`src/verilog/cps_mmr_pkg.sv`:
```
/*
 * Shared definitions for the CPS-A / CPS-B register block:
 * sizes, CPS-A word offsets, configuration chain byte indices,
 * reset values and the packed structs passed between modules.
 */
package cps_mmr_pkg;

    localparam int CFG_BYTES  = 16;
    localparam int CPSA_NREGS = 18;

    // CPS-A word offsets
    localparam logic [4:0] A_OBJ_BASE  = 5'd0;
    localparam logic [4:0] A_SCR1_BASE = 5'd1;
    localparam logic [4:0] A_SCR2_BASE = 5'd2;
    localparam logic [4:0] A_SCR3_BASE = 5'd3;
    localparam logic [4:0] A_ROW_BASE  = 5'd4;
    localparam logic [4:0] A_PAL_BASE  = 5'd5;
    localparam logic [4:0] A_HPOS1     = 5'd6;
    localparam logic [4:0] A_VPOS1     = 5'd7;
    localparam logic [4:0] A_HPOS2     = 5'd8;
    localparam logic [4:0] A_VPOS2     = 5'd9;
    localparam logic [4:0] A_HPOS3     = 5'd10;
    localparam logic [4:0] A_VPOS3     = 5'd11;
    localparam logic [4:0] A_HSTAR1    = 5'd12;
    localparam logic [4:0] A_VSTAR1    = 5'd13;
    localparam logic [4:0] A_HSTAR2    = 5'd14;
    localparam logic [4:0] A_VSTAR2    = 5'd15;
    localparam logic [4:0] A_STAR_BASE = 5'd16;
    localparam logic [4:0] A_PPU_CTRL  = 5'd17;

    // byte positions inside the configuration chain
    localparam int CFG_ID_ADDR  = 0;
    localparam int CFG_ID_VAL   = 1;
    localparam int CFG_MULT1    = 2;
    localparam int CFG_MULT2    = 3;
    localparam int CFG_RSLT0    = 4;
    localparam int CFG_RSLT1    = 5;
    localparam int CFG_LAYER    = 6;
    localparam int CFG_PRIO0    = 7;
    localparam int CFG_PRIO1    = 8;
    localparam int CFG_PRIO2    = 9;
    localparam int CFG_PRIO3    = 10;
    localparam int CFG_PAL_PAGE = 11;
    localparam int CFG_MASK0    = 12;
    localparam int CFG_MASK1    = 13;
    localparam int CFG_MASK2    = 14;
    localparam int CFG_MASK3    = 15;

    // default layer order 3,2,1,0
    localparam logic [15:0] LAYER_CTRL_RST = {3'b0, 2'b11, 2'b10, 2'b01, 2'b00, 5'd0};
    localparam logic [15:0] PRIO_RST       = 16'hffff;
    localparam logic [5:0]  PAL_PAGE_RST   = 6'h3f;
    localparam logic [15:0] OPEN_BUS       = 16'hffff;

    typedef struct packed {
        logic [4:0]  addr;
        logic [1:0]  be;
        logic [15:0] wdata;
        logic        we;
        logic        a_sel;
        logic        b_sel;
    } cps_bus_t;

    typedef struct packed {
        logic [15:0] obj_base;
        logic [15:0] scr1_base;
        logic [15:0] scr2_base;
        logic [15:0] scr3_base;
        logic [15:0] row_base;
        logic [15:0] star_base;
        logic [15:0] pal_base;
    } vram_bases_t;

    typedef struct packed {
        logic [15:0] hpos1;
        logic [15:0] hpos2;
        logic [15:0] hpos3;
        logic [15:0] vpos1;
        logic [15:0] vpos2;
        logic [15:0] vpos3;
        logic [15:0] hstar1;
        logic [15:0] vstar1;
        logic [15:0] hstar2;
        logic [15:0] vstar2;
        logic [15:0] ppu_ctrl;
    } scroll_pos_t;

    typedef struct packed {
        logic [4:0] id_addr;
        logic [4:0] mult1_addr;
        logic [4:0] mult2_addr;
        logic [4:0] rslt0_addr;
        logic [4:0] rslt1_addr;
        logic [4:0] layer_addr;
        logic [4:0] prio0_addr;
        logic [4:0] prio1_addr;
        logic [4:0] prio2_addr;
        logic [4:0] prio3_addr;
        logic [4:0] pal_page_addr;
        logic [7:0] id_val;
    } cpsb_map_t;

    typedef struct packed {
        logic [15:0] layer_ctrl;
        logic [15:0] prio0;
        logic [15:0] prio1;
        logic [15:0] prio2;
        logic [15:0] prio3;
        logic [5:0]  pal_page_en;
        logic [7:0]  mask0;
        logic [7:0]  mask1;
        logic [7:0]  mask2;
        logic [7:0]  mask3;
        logic [7:0]  mask4;
    } layer_cfg_t;

endpackage
```
`src/verilog/cps_mmr_top.sv`:
```
/*
 * Register block top level: Wishbone port, CPS-A bank,
 * CPS-B configuration chain and CPS-B bank.
 */
`timescale 1ns/1ps

module cps_mmr_top import cps_mmr_pkg::*; (
    input  logic        clk,
    input  logic        reg_rst,
    input  logic        ppu_rstn,
    input  logic        wb_cyc,
    input  logic        wb_stb,
    input  logic        wb_we,
    input  logic [6:1]  wb_adr,
    input  logic [1:0]  wb_sel,
    input  logic [15:0] wb_dat_w,
    output logic [15:0] wb_dat_r,
    output logic        wb_ack,
    input  logic        cfg_we,
    input  logic [7:0]  cfg_data,
    output vram_bases_t bases,
    output scroll_pos_t scroll,
    output layer_cfg_t  layer,
    output logic        pal_copy
);

    logic            rst;
    cps_bus_t        bus;
    cpsb_map_t       map;
    logic [3:0][7:0] masks;
    logic [15:0]     rd_data;

    // either the system or the PPU can hold the block in reset
    assign rst = reg_rst | ~ppu_rstn;

    wb_ppu_port u_wb_ppu_port (
        .clk      (clk),
        .rst      (rst),
        .wb_cyc   (wb_cyc),
        .wb_stb   (wb_stb),
        .wb_we    (wb_we),
        .wb_adr   (wb_adr),
        .wb_sel   (wb_sel),
        .wb_dat_w (wb_dat_w),
        .rd_data  (rd_data),
        .wb_ack   (wb_ack),
        .wb_dat_r (wb_dat_r),
        .bus      (bus)
    );

    cpsa_regs u_cpsa_regs (
        .clk      (clk),
        .rst      (rst),
        .bus      (bus),
        .bases    (bases),
        .scroll   (scroll),
        .pal_copy (pal_copy)
    );

    cpsb_cfg_chain u_cpsb_cfg_chain (
        .clk      (clk),
        .cfg_we   (cfg_we),
        .cfg_data (cfg_data),
        .map      (map),
        .masks    (masks)
    );

    cpsb_regs u_cpsb_regs (
        .clk      (clk),
        .rst      (rst),
        .bus      (bus),
        .map      (map),
        .masks    (masks),
        .layer    (layer),
        .rd_data  (rd_data)
    );

endmodule

```
`src/verilog/cpsb_regs.sv`:
```
/*
 * CPS-B register bank: address match against the configured map,
 * word-only writes, the 16x16 multiplier and the read multiplexer.
 */
`timescale 1ns/1ps

module cpsb_regs import cps_mmr_pkg::*; (
    input  logic            clk,
    input  logic            rst,
    input  cps_bus_t        bus,
    input  cpsb_map_t       map,
    input  logic [3:0][7:0] masks,
    output layer_cfg_t      layer,
    output logic [15:0]     rd_data
);

    logic        wr;
    logic [15:0] mult1;
    logic [15:0] mult2;
    logic [31:0] product;
    logic [15:0] layer_ctrl;
    logic [15:0] prio0;
    logic [15:0] prio1;
    logic [15:0] prio2;
    logic [15:0] prio3;
    logic [5:0]  pal_page_en;

    // both byte lanes are needed, the chip takes whole words only
    assign wr = bus.b_sel & bus.we & (&bus.be);

    // multiplier operands
    always_ff @(posedge clk) begin
        if (wr && bus.addr == map.mult1_addr) begin
            mult1 <= bus.wdata;
        end
        if (wr && bus.addr == map.mult2_addr) begin
            mult2 <= bus.wdata;
        end
    end

    always_ff @(posedge clk) begin
        product <= mult1 * mult2;
    end

    always_ff @(posedge clk, posedge rst) begin
        if (rst) begin
            layer_ctrl  <= LAYER_CTRL_RST;
            prio0       <= PRIO_RST;
            prio1       <= PRIO_RST;
            prio2       <= PRIO_RST;
            prio3       <= PRIO_RST;
            pal_page_en <= PAL_PAGE_RST;
        end else if (wr) begin
            if (bus.addr == map.layer_addr) layer_ctrl <= bus.wdata;
            if (bus.addr == map.prio0_addr) prio0 <= bus.wdata;
            if (bus.addr == map.prio1_addr) prio1 <= bus.wdata;
            if (bus.addr == map.prio2_addr) prio2 <= bus.wdata;
            if (bus.addr == map.prio3_addr) prio3 <= bus.wdata;
            if (bus.addr == map.pal_page_addr) pal_page_en <= bus.wdata[5:0];
        end
    end

    // priority follows the chain order, lowest index first
    always_comb begin
        if (&bus.addr) begin
            rd_data = OPEN_BUS;
        end else if (bus.addr == map.id_addr) begin
            // ID is stored compressed, one nibble per byte
            rd_data = {4'd0, map.id_val[7:4], 4'd0, map.id_val[3:0]};
        end else if (bus.addr == map.mult1_addr) begin
            rd_data = mult1;
        end else if (bus.addr == map.mult2_addr) begin
            rd_data = mult2;
        end else if (bus.addr == map.rslt0_addr) begin
            rd_data = product[15:0];
        end else if (bus.addr == map.rslt1_addr) begin
            rd_data = product[31:16];
        end else if (bus.addr == map.layer_addr) begin
            rd_data = layer_ctrl;
        end else if (bus.addr == map.prio0_addr) begin
            rd_data = prio0;
        end else if (bus.addr == map.prio1_addr) begin
            rd_data = prio1;
        end else if (bus.addr == map.prio2_addr) begin
            rd_data = prio2;
        end else if (bus.addr == map.prio3_addr) begin
            rd_data = prio3;
        end else if (bus.addr == map.pal_page_addr) begin
            rd_data = {10'd0, pal_page_en};
        end else begin
            rd_data = OPEN_BUS;
        end
    end

    // layer 4 has no mask of its own and reuses mask 3
    assign layer = '{
        layer_ctrl:  layer_ctrl,
        prio0:       prio0,
        prio1:       prio1,
        prio2:       prio2,
        prio3:       prio3,
        pal_page_en: pal_page_en,
        mask0:       masks[0],
        mask1:       masks[1],
        mask2:       masks[2],
        mask3:       masks[3],
        mask4:       masks[3]
    };

endmodule

```
`src/verilog/cpsb_cfg_chain.sv`:
```
/*
 * CPS-B configuration chain: a byte-wide shift register that
 * holds the game's CPS-B register addresses, ID and layer masks.
 */
`timescale 1ns/1ps

module cpsb_cfg_chain import cps_mmr_pkg::*; (
    input  logic            clk,
    input  logic            cfg_we,
    input  logic [7:0]      cfg_data,
    output cpsb_map_t       map,
    output logic [3:0][7:0] masks
);

    logic [CFG_BYTES-1:0][7:0] chain;

    // first byte in travels up to the top index
    always_ff @(posedge clk) begin
        if (cfg_we) begin
            chain <= {chain[CFG_BYTES-2:0], cfg_data};
        end
    end

    // stored as byte addresses, the bus works in words
    assign map = '{
        id_addr:       chain[CFG_ID_ADDR][5:1],
        mult1_addr:    chain[CFG_MULT1][5:1],
        mult2_addr:    chain[CFG_MULT2][5:1],
        rslt0_addr:    chain[CFG_RSLT0][5:1],
        rslt1_addr:    chain[CFG_RSLT1][5:1],
        layer_addr:    chain[CFG_LAYER][5:1],
        prio0_addr:    chain[CFG_PRIO0][5:1],
        prio1_addr:    chain[CFG_PRIO1][5:1],
        prio2_addr:    chain[CFG_PRIO2][5:1],
        prio3_addr:    chain[CFG_PRIO3][5:1],
        pal_page_addr: chain[CFG_PAL_PAGE][5:1],
        id_val:        chain[CFG_ID_VAL]
    };

    assign masks = {chain[CFG_MASK3], chain[CFG_MASK2], chain[CFG_MASK1], chain[CFG_MASK0]};

endmodule

```
`src/verilog/cpsa_regs.sv`:
```
/*
 * CPS-A register bank: eighteen fixed 16-bit registers with
 * byte-lane writes, and the one-cycle palette copy pulse.
 */
`timescale 1ns/1ps

module cpsa_regs import cps_mmr_pkg::*; (
    input  logic        clk,
    input  logic        rst,
    input  cps_bus_t    bus,
    output vram_bases_t bases,
    output scroll_pos_t scroll,
    output logic        pal_copy
);

    logic [15:0] regs [CPSA_NREGS];
    logic        wr;
    logic        pal_pend;

    // keep the old byte where its enable is low
    function automatic logic [15:0] lane_merge(
        input logic [15:0] old_val,
        input logic [15:0] new_val,
        input logic [1:0]  be
    );
        lane_merge = {be[1] ? new_val[15:8] : old_val[15:8],
                      be[0] ? new_val[7:0]  : old_val[7:0]};
    endfunction

    assign wr = bus.a_sel & bus.we;

    always_ff @(posedge clk, posedge rst) begin
        if (rst) begin
            for (int i = 0; i < CPSA_NREGS; i++) begin
                regs[i] <= 16'd0;
            end
        end else if (wr && bus.addr < 5'(CPSA_NREGS)) begin
            regs[bus.addr] <= lane_merge(regs[bus.addr], bus.wdata, bus.be);
        end
    end

    // the copy waits until the CPU has left the window, so the
    // palette base is stable when the copy engine samples it
    always_ff @(posedge clk, posedge rst) begin
        if (rst) begin
            pal_pend <= 1'b0;
            pal_copy <= 1'b0;
        end else begin
            pal_copy <= pal_pend & ~bus.a_sel;
            if (pal_pend && !bus.a_sel) begin
                pal_pend <= 1'b0;
            end
            if (wr && bus.addr == A_PAL_BASE) begin
                pal_pend <= 1'b1;
            end
        end
    end

    assign bases = '{
        obj_base:  regs[A_OBJ_BASE],
        scr1_base: regs[A_SCR1_BASE],
        scr2_base: regs[A_SCR2_BASE],
        scr3_base: regs[A_SCR3_BASE],
        row_base:  regs[A_ROW_BASE],
        star_base: regs[A_STAR_BASE],
        pal_base:  regs[A_PAL_BASE]
    };

    assign scroll = '{
        hpos1:    regs[A_HPOS1],
        hpos2:    regs[A_HPOS2],
        hpos3:    regs[A_HPOS3],
        vpos1:    regs[A_VPOS1],
        vpos2:    regs[A_VPOS2],
        vpos3:    regs[A_VPOS3],
        hstar1:   regs[A_HSTAR1],
        vstar1:   regs[A_VSTAR1],
        hstar2:   regs[A_HSTAR2],
        vstar2:   regs[A_VSTAR2],
        ppu_ctrl: regs[A_PPU_CTRL]
    };

endmodule

```
`src/verilog/wb_ppu_port.sv`:
```
/*
 * Wishbone classic slave for the register block.
 * Splits accepted cycles into the CPS-A and CPS-B windows,
 * registers ack and returns the read word.
 */
`timescale 1ns/1ps

module wb_ppu_port import cps_mmr_pkg::*; (
    input  logic        clk,
    input  logic        rst,
    input  logic        wb_cyc,
    input  logic        wb_stb,
    input  logic        wb_we,
    input  logic [6:1]  wb_adr,
    input  logic [1:0]  wb_sel,
    input  logic [15:0] wb_dat_w,
    input  logic [15:0] rd_data,
    output logic        wb_ack,
    output logic [15:0] wb_dat_r,
    output cps_bus_t    bus
);

    logic accept;

    // a cycle is taken only while ack is low, so ack never repeats
    assign accept = wb_cyc & wb_stb & ~wb_ack;

    assign bus = '{
        addr:  wb_adr[5:1],
        be:    wb_sel,
        wdata: wb_dat_w,
        we:    wb_we,
        a_sel: accept & ~wb_adr[6],
        b_sel: accept & wb_adr[6]
    };

    always_ff @(posedge clk, posedge rst) begin
        if (rst) begin
            wb_ack <= 1'b0;
        end else begin
            wb_ack <= accept;
        end
    end

    // read word is sampled on the acking edge
    always_ff @(posedge clk, posedge rst) begin
        if (rst) begin
            wb_dat_r <= OPEN_BUS;
        end else if (accept && !wb_we) begin
            if (wb_adr[6]) begin
                wb_dat_r <= rd_data;
            end else begin
                // CPS-A is write only
                wb_dat_r <= OPEN_BUS;
            end
        end
    end

endmodule

```
`config.mk`:
```
export PLATFORM = sky130hd
export DESIGN_NAME = cps_mmr_top
export DESIGN_NICKNAME = d
export VERILOG_FILES = /design/src/verilog/cps_mmr_pkg.sv /design/src/verilog/cps_mmr_top.sv /design/src/verilog/cpsb_regs.sv /design/src/verilog/cpsb_cfg_chain.sv /design/src/verilog/cpsa_regs.sv /design/src/verilog/wb_ppu_port.sv
export SDC_FILE = /design/constraint.sdc
export NUM_CORES = 2
export LEC_CHECK = 0
export BUFFER_PORTS_ARGS = -buffer_cell sky130_fd_sc_hd__buf_2
export CORE_ASPECT_RATIO = 0.9
export CORE_UTILIZATION = 45
export DETAILED_ROUTE_END_ITERATION = 16
export HOLD_SLACK_MARGIN = 0.1
export PLACE_DENSITY = 0.66
export SYNTH_ARGS = -nofsm -noshare
export SYNTH_HDL_FRONTEND = slang
export SYNTH_SLANG_ARGS = --single-unit
```
`constraint.sdc`:
```
create_clock -name clk -period 35.2 [get_ports clk]
set_clock_uncertainty 0.05 [all_clocks]
set_input_delay 3.52 -clock clk [delete_from_list [all_inputs] [get_ports clk]]
set_output_delay 3.52 -clock clk [all_outputs]
set_load 0.02 [all_outputs]
```
# --- Word level (Yosys, flattened, before mapping) ---
# Index checks and enable logic that the tools add are counted.
totals:
  output_inout_bits: 432
  input_bits: 39
  ff_bits: 585
  elab_cells: 118
classes:
  bitwise: 14
  mux: 23
  mul: 1
  eq_ne: 12
  n_lt_le_gt_ge: 3
  n_reduce_logical: 18
op_table:
  columns: ["operator", "n"]
  rows:
  - ["$bwmux W288", 1]
  - ["$mux W16", 16]
  - ["$bmux W16 S5", 1]
  - ["$demux W16 S5", 1]
  - ["$eq A5 B5 Y1", 11]
  - ["$mul A16 B16 Y32", 1]
  - ["$mux W8", 2]
  - ["$reduce_and A2 Y1", 7]
  - ["$and A1 B1 Y1", 8]
  - ["$logic_and A1 B1 Y1", 7]
  - ["$ge A6 B6 Y1 const B", 1]
  - ["$lt A6 B1 Y1 const B", 1]
  - ["$not A5 Y6", 1]
  - ["$eq A5 B3 Y1 const B", 1]
  - ["$lt A5 B5 Y1 const B", 1]
  - ["$reduce_and A5 Y1", 1]
  - ["$not A1 Y1", 4]
  - ["$logic_not A1 Y1", 2]
  - ["$mux W1", 2]
  - ["$reduce_bool A2 Y1", 1]
  - ["$or A1 B1 Y1", 1]

# --- Longest topological paths before layout ---
logic_depth:
  word_depth: 14
  mapped_depth: 23

# --- Hierarchy ---
# A second synthesis with hierarchy kept.
unflattened:
  hier_cells: 3209
  area_unflattened_um2: 34393.0
modules_own_cells:
  columns: ["module", "instances", "area_per_inst_um2", "cells_per_inst"]
  rows:
  - ["cpsb_regs", 1, 15783.9, 1591]
  - ["cpsa_regs", 1, 13030.0, 1312]
  - ["cpsb_cfg_chain", 1, 4556.9, 223]
  - ["wb_ppu_port", 1, 1016.0, 82]
  - ["cps_mmr_top", 1, 6.3, 1]

# --- Worst setup path before layout ---
# OpenSTA, ideal clock, no wires.
synth_timing:
  path_kind: "register to register"
  start: "reg u_cpsb_regs.mult2[7]"
  end: "reg u_cpsb_regs.product[28]"
  setup_ps: 127
  required_time_ps: 35023
  period_less_slack_ps: 6135
  arrival_time_ps: 5957
  n_path_buf: 2
  setup_slack_ps: 29065
  stages_incl_launch_ff: 21
  path_cell_list: "edfxtp_1 > clkbuf_1 > clkbuf_1 > nand2_1 > fa_1 > inv_1 > fa_1 > inv_1 > fa_1 > inv_1 > fa_1 > fa_1 > fa_1 > ha_1 > and4_1 > and3_1 > a221o_1 > a221o_1 > a21oi_1 > nor3b_1 > or3b_1"
synth_between:
  elab_chain_len: 1
synth_lines:
  columns: ["element", "line_no", "text"]
  rows:
  - ["start, declared", "cpsb_regs.sv:19", "logic [15:0] mult2;"]
  - ["start signal, assigned", "cpsb_regs.sv:37", "mult2 <= bus.wdata;"]
  - ["$mul A16 B16 Y32", "cpsb_regs.sv:42", "product <= mult1 * mult2;"]
  - ["end signal, assigned", "cpsb_regs.sv:42", null]
  - ["end, declared", "cpsb_regs.sv:20", "logic [31:0] product;"]
# Every way passes these cells.
# A chain may end at the register's enable or synchronous reset.

# --- Worst setup path after layout ---
layout_timing:
  start: "reg u_cpsb_regs.mult1[11]"
  end: "reg u_cpsb_regs.product[28]"
layout_between:
  elab_chain_len: 1
layout_lines:
  columns: ["element", "line_no", "text"]
  rows:
  - ["start, declared", "cpsb_regs.sv:18", "logic [15:0] mult1;"]
  - ["start signal, assigned", "cpsb_regs.sv:34", "mult1 <= bus.wdata;"]
  - ["$mul A16 B16 Y32", "cpsb_regs.sv:42", null]
# Every way passes these cells.

==> metrics.yaml <==
yosys:
  yosysSeqAreaShare_pct: 46.0
  postSynthCellCount: 2616
  ys_ff_latch: 585
  synth-async-reset-ratio_pct: 67.2
  avgSynthCellArea_um2: 12.8
  synth-edff-count: 160
  synthTopCellsByArea: "dfrtp_1 (23%), edfxtp_1 (14%), mux2_2 (14%)"
  synth_top_area_share_pct: 22.6
  syn-cell-area_um2: 33500
  synth-main-ff-cell: "dfrtp_1"
  syn-num-nets: 2953
  yosysWarnings: 0
  synth.largest_area_cell: "dfrtp_1"
  yosys.cell_types.count: 63
final_layout:
  multi_input_area_um2: 16300
  fin_cells: 3998
  nFillCells: 6321
  design_area_um2: 38200
  seq_area_um2: 15400
  fin_util_pct: 52.1
  final_net_count: 3327
  synthToLayoutAreaGrowth_pct: 14.2
  drive_gt1_share_pct: 38.5
place:
  gp_congestion: 0.931
  dpl_cell_area_um2: 36300
  dp_hpwl_um: 81000
  port_buffers: 470
  dp_cells: 3890
route:
  drtIter0Drc: 2188
  wl_per_cell_um: 28.1
  ant_nets: 0
  dr.pass1.iters: 6
  viasPerCell: 5.82
  route.detailed.drc: 0
  vias: 23300
  routed_wl_um: 112000
sta:
  min_period_over_period_pct: 19.8
  worstMarginPinSlew_ns: 1.32
  setup_viol: 0
  max_freq_mhz: 144
  max-slew-margin-rel_pct: 11.6
  layout_min_cycle_time_ns: 6.96
  setup_tns_ns: 0
  whs_ns: 0.371
  final_hold_viol_count: 0
  slew_viol_final: 0
  rsz0062_at_grt: "false"
clock_tree:
  clock-root-buffer: "clkbuf_16"
  clkSlewWorstSetupHoldPaths_ns: 0.06
  cts_tree: "built"
  h-tree-depth: 2
  cts_num_sinks: 585
  hold_buffers: 0
  ctsLongestPathBuffers: 3
  cts_resized: 0
  cts_buffers: 58
  clock_latency_ns: 0.64
  post_cts_buffers: 0
critical_path:
  critPathRequiredTime_ns: 35.64
  critPathKind: "flop to flop"
  crit_fanout: 17
  startpoint_type: "flop"
  end_kind: "flop"
  critical_path_arrival_ns: 7.39
floorplan:
  die_area_um2: 75500
  core_um2: 73400
  start_util_pct: 45.6
  die_w_um: 290
  die_h_um: 261
  boundaryPins: 471
  num_rows: 94
min_path:
  hp-class: "flop to flop"
power_and_ir_drop:
  p_per_area_nw_per_um2: 39.7
  vdd_drop_max_mv: 0.0380
  cellLeakagePower_nw: 18.6
global_routing:
  grt_max_degree: 170
  grt_usage_pct: 29.7
  grt_pass1_wl_um: 164000
  grt.overflow.total: 0
  grt_pass1_vias: 23900
  grt_antenna_before_repair: 10
status:
  status: "complete, no violations"
job:
  maxCapViolCount: 0
registers in the layout, indices dropped and copies added (netlist names):
signal	count
u_cpsb_cfg_chain.chain	33
u_cpsb_regs.product	32
u_cpsb_cfg_chain.map	63
u_cpsb_regs.mult1	16
u_cpsb_cfg_chain.masks	32
u_cpsa_regs.pal_pend	1
u_cpsa_regs.pal_copy	1
u_cpsa_regs.scroll	176
u_cpsb_regs.mult2	16
u_cpsa_regs.bases	112
u_cpsb_regs.pal_page_en	6
u_cpsb_regs.prio2	16
u_cpsb_regs.prio3	16
u_cpsb_regs.prio0	16
u_wb_ppu_port.wb_ack	1
u_cpsb_regs.layer_ctrl	16
u_cpsb_regs.prio1	16
u_wb_ppu_port.wb_dat_r	16
worst max-delay path: stages (launching register included):
cell and delay [ns]:
edfxtp_1 1.07, nand2_1 0.23, fa_1 0.56, fa_1 0.51
fa_1 0.51, inv_1 0.05, fa_1 0.51, fa_1 0.50
inv_1 0.05, fa_1 0.47, inv_1 0.04, ha_1 0.34
and4_1 0.24, and3_1 0.18, a221o_1 0.39, a221o_1 0.41
a21oi_1 0.24, nor3b_1 0.08, or3b_1 0.39
cell families after synthesis:
| kind of cell | after synthesis | synth area share (%) |
|---|---|---|
| AOI/OAI and AO/OA | 259 | 5.16 |
| and+or+nand+nor | 490 | 7.16 |
| DFF | 585 | 46.0 |
| buffers and inverters | 416 | 5.65 |
| adders and majority gates | 298 | 15.5 |
| xor gates and xnor gates | 82 | 2.14 |
| muxes | 486 | 18.4 |
cell usage after synthesis, types with 16 or more instances:
master,instances
buf_4,46
xnor2_1,56
mux4_2,64
and2_1,123
a221oi_1,16
nor2_1,56
ha_1,104
buf_2,43
mux2_2,406
dfxtp_1,32
clkbuf_1,76
nor3_1,19
a21oi_1,47
inv_1,232
o221ai_1,29
xor2_1,26
edfxtp_1,160
o21ai_0,51
dfrtp_1,303
a22oi_1,24
dfstp_2,90
nand3_1,19
mux2i_1,16
o22ai_1,27
fa_1,194
nand2_1,211
power by group:
part | total, mW | internal (mW) | switching [mW]
sequential | 0.749 | 0.728 | 0.0216
combinational | 0.135 | 0.0435 | 0.0916
clock | 0.635 | 0.362 | 0.273
routing by layer:
metal	vias to the layer above	wire length (µm)	track usage, %
met1	12200	46700	41.2
met5	-	23	0
met4	4	2940	7.26
li1	9760	-	-
met3	185	11600	8.62
met2	1149	51100	45.9
placed cells by master (no fill, tap or decap), types with 12 or more instances in the layout:
| cell type | netlist | layout |
|---|---|---|
| a21o_1 | 13 | 13 |
| a21oi_1 | 47 | 47 |
| a221oi_1 | 16 | 16 |
| a22oi_1 | 24 | 24 |
| and2_1 | 123 | 123 |
| buf_2 | 43 | 467 |
| buf_4 | 46 | 29 |
| clkbuf_1 | 76 | 17 |
| clkbuf_16 | 0 | 60 |
| clkbuf_8 | 0 | 13 |
| dfrtp_1 | 303 | 303 |
| dfstp_2 | 90 | 90 |
| dfxtp_1 | 32 | 32 |
| edfxtp_1 | 160 | 160 |
| fa_1 | 194 | 194 |
| ha_1 | 104 | 104 |
| inv_1 | 232 | 232 |
| mux2_2 | 406 | 406 |
| mux2i_1 | 16 | 16 |
| mux4_2 | 64 | 64 |
| nand2_1 | 211 | 211 |
| nand3_1 | 19 | 19 |
| nor2_1 | 56 | 55 |
| nor3_1 | 19 | 16 |
| o21ai_0 | 51 | 51 |
| o221ai_1 | 29 | 29 |
| o22ai_1 | 27 | 27 |
| or3_1 | 12 | 12 |
| xnor2_1 | 56 | 56 |
| xor2_1 | 26 | 26 |
worst paths after layout:
check | start | end | slack [ns] | cells after the start
worst min register to register | u_cpsb_cfg_chain.chain[78] | u_cpsb_cfg_chain.chain[86] | 0.37 | 0
worst max-delay path | u_cpsb_regs.mult1[11] | u_cpsb_regs.product[28] | 28.24 | 18
worst max register to register | u_cpsb_regs.mult1[11] | u_cpsb_regs.product[28] | 28.24 | 18
min in group asynchronous | ppu_rstn | u_cpsa_regs.scroll[140] | 3.11 | 2
max in group asynchronous | reg_rst | u_cpsb_regs.layer_ctrl[0] | 28.95 | 5
worst min-delay path | u_cpsb_cfg_chain.chain[78] | u_cpsb_cfg_chain.chain[86] | 0.37 | 0
layout make-up:
type                            count  share of cell area, %
Tap cell                          960                   3.14
Multi-Input combinational cell   1615                   42.5
Timing Repair Buffer              498                   6.76
Clock buffer                       90                   4.56
Clock inverter                     16                  0.475
Sequential cell                   585                   40.3
Antenna cell                        2                 0.0131
Inverter                          232                   2.28
through the flow:
stage	setup WS, ns	power [mW]
floorplan	6.81	0.837
global placement	27.89	0.894
detailed placement	27.86	0.896
CTS	28.27	1.53
global route	27.93	1.56
finish	28.24	1.52
No activity file was read; power rests on OpenSTA's default activity.
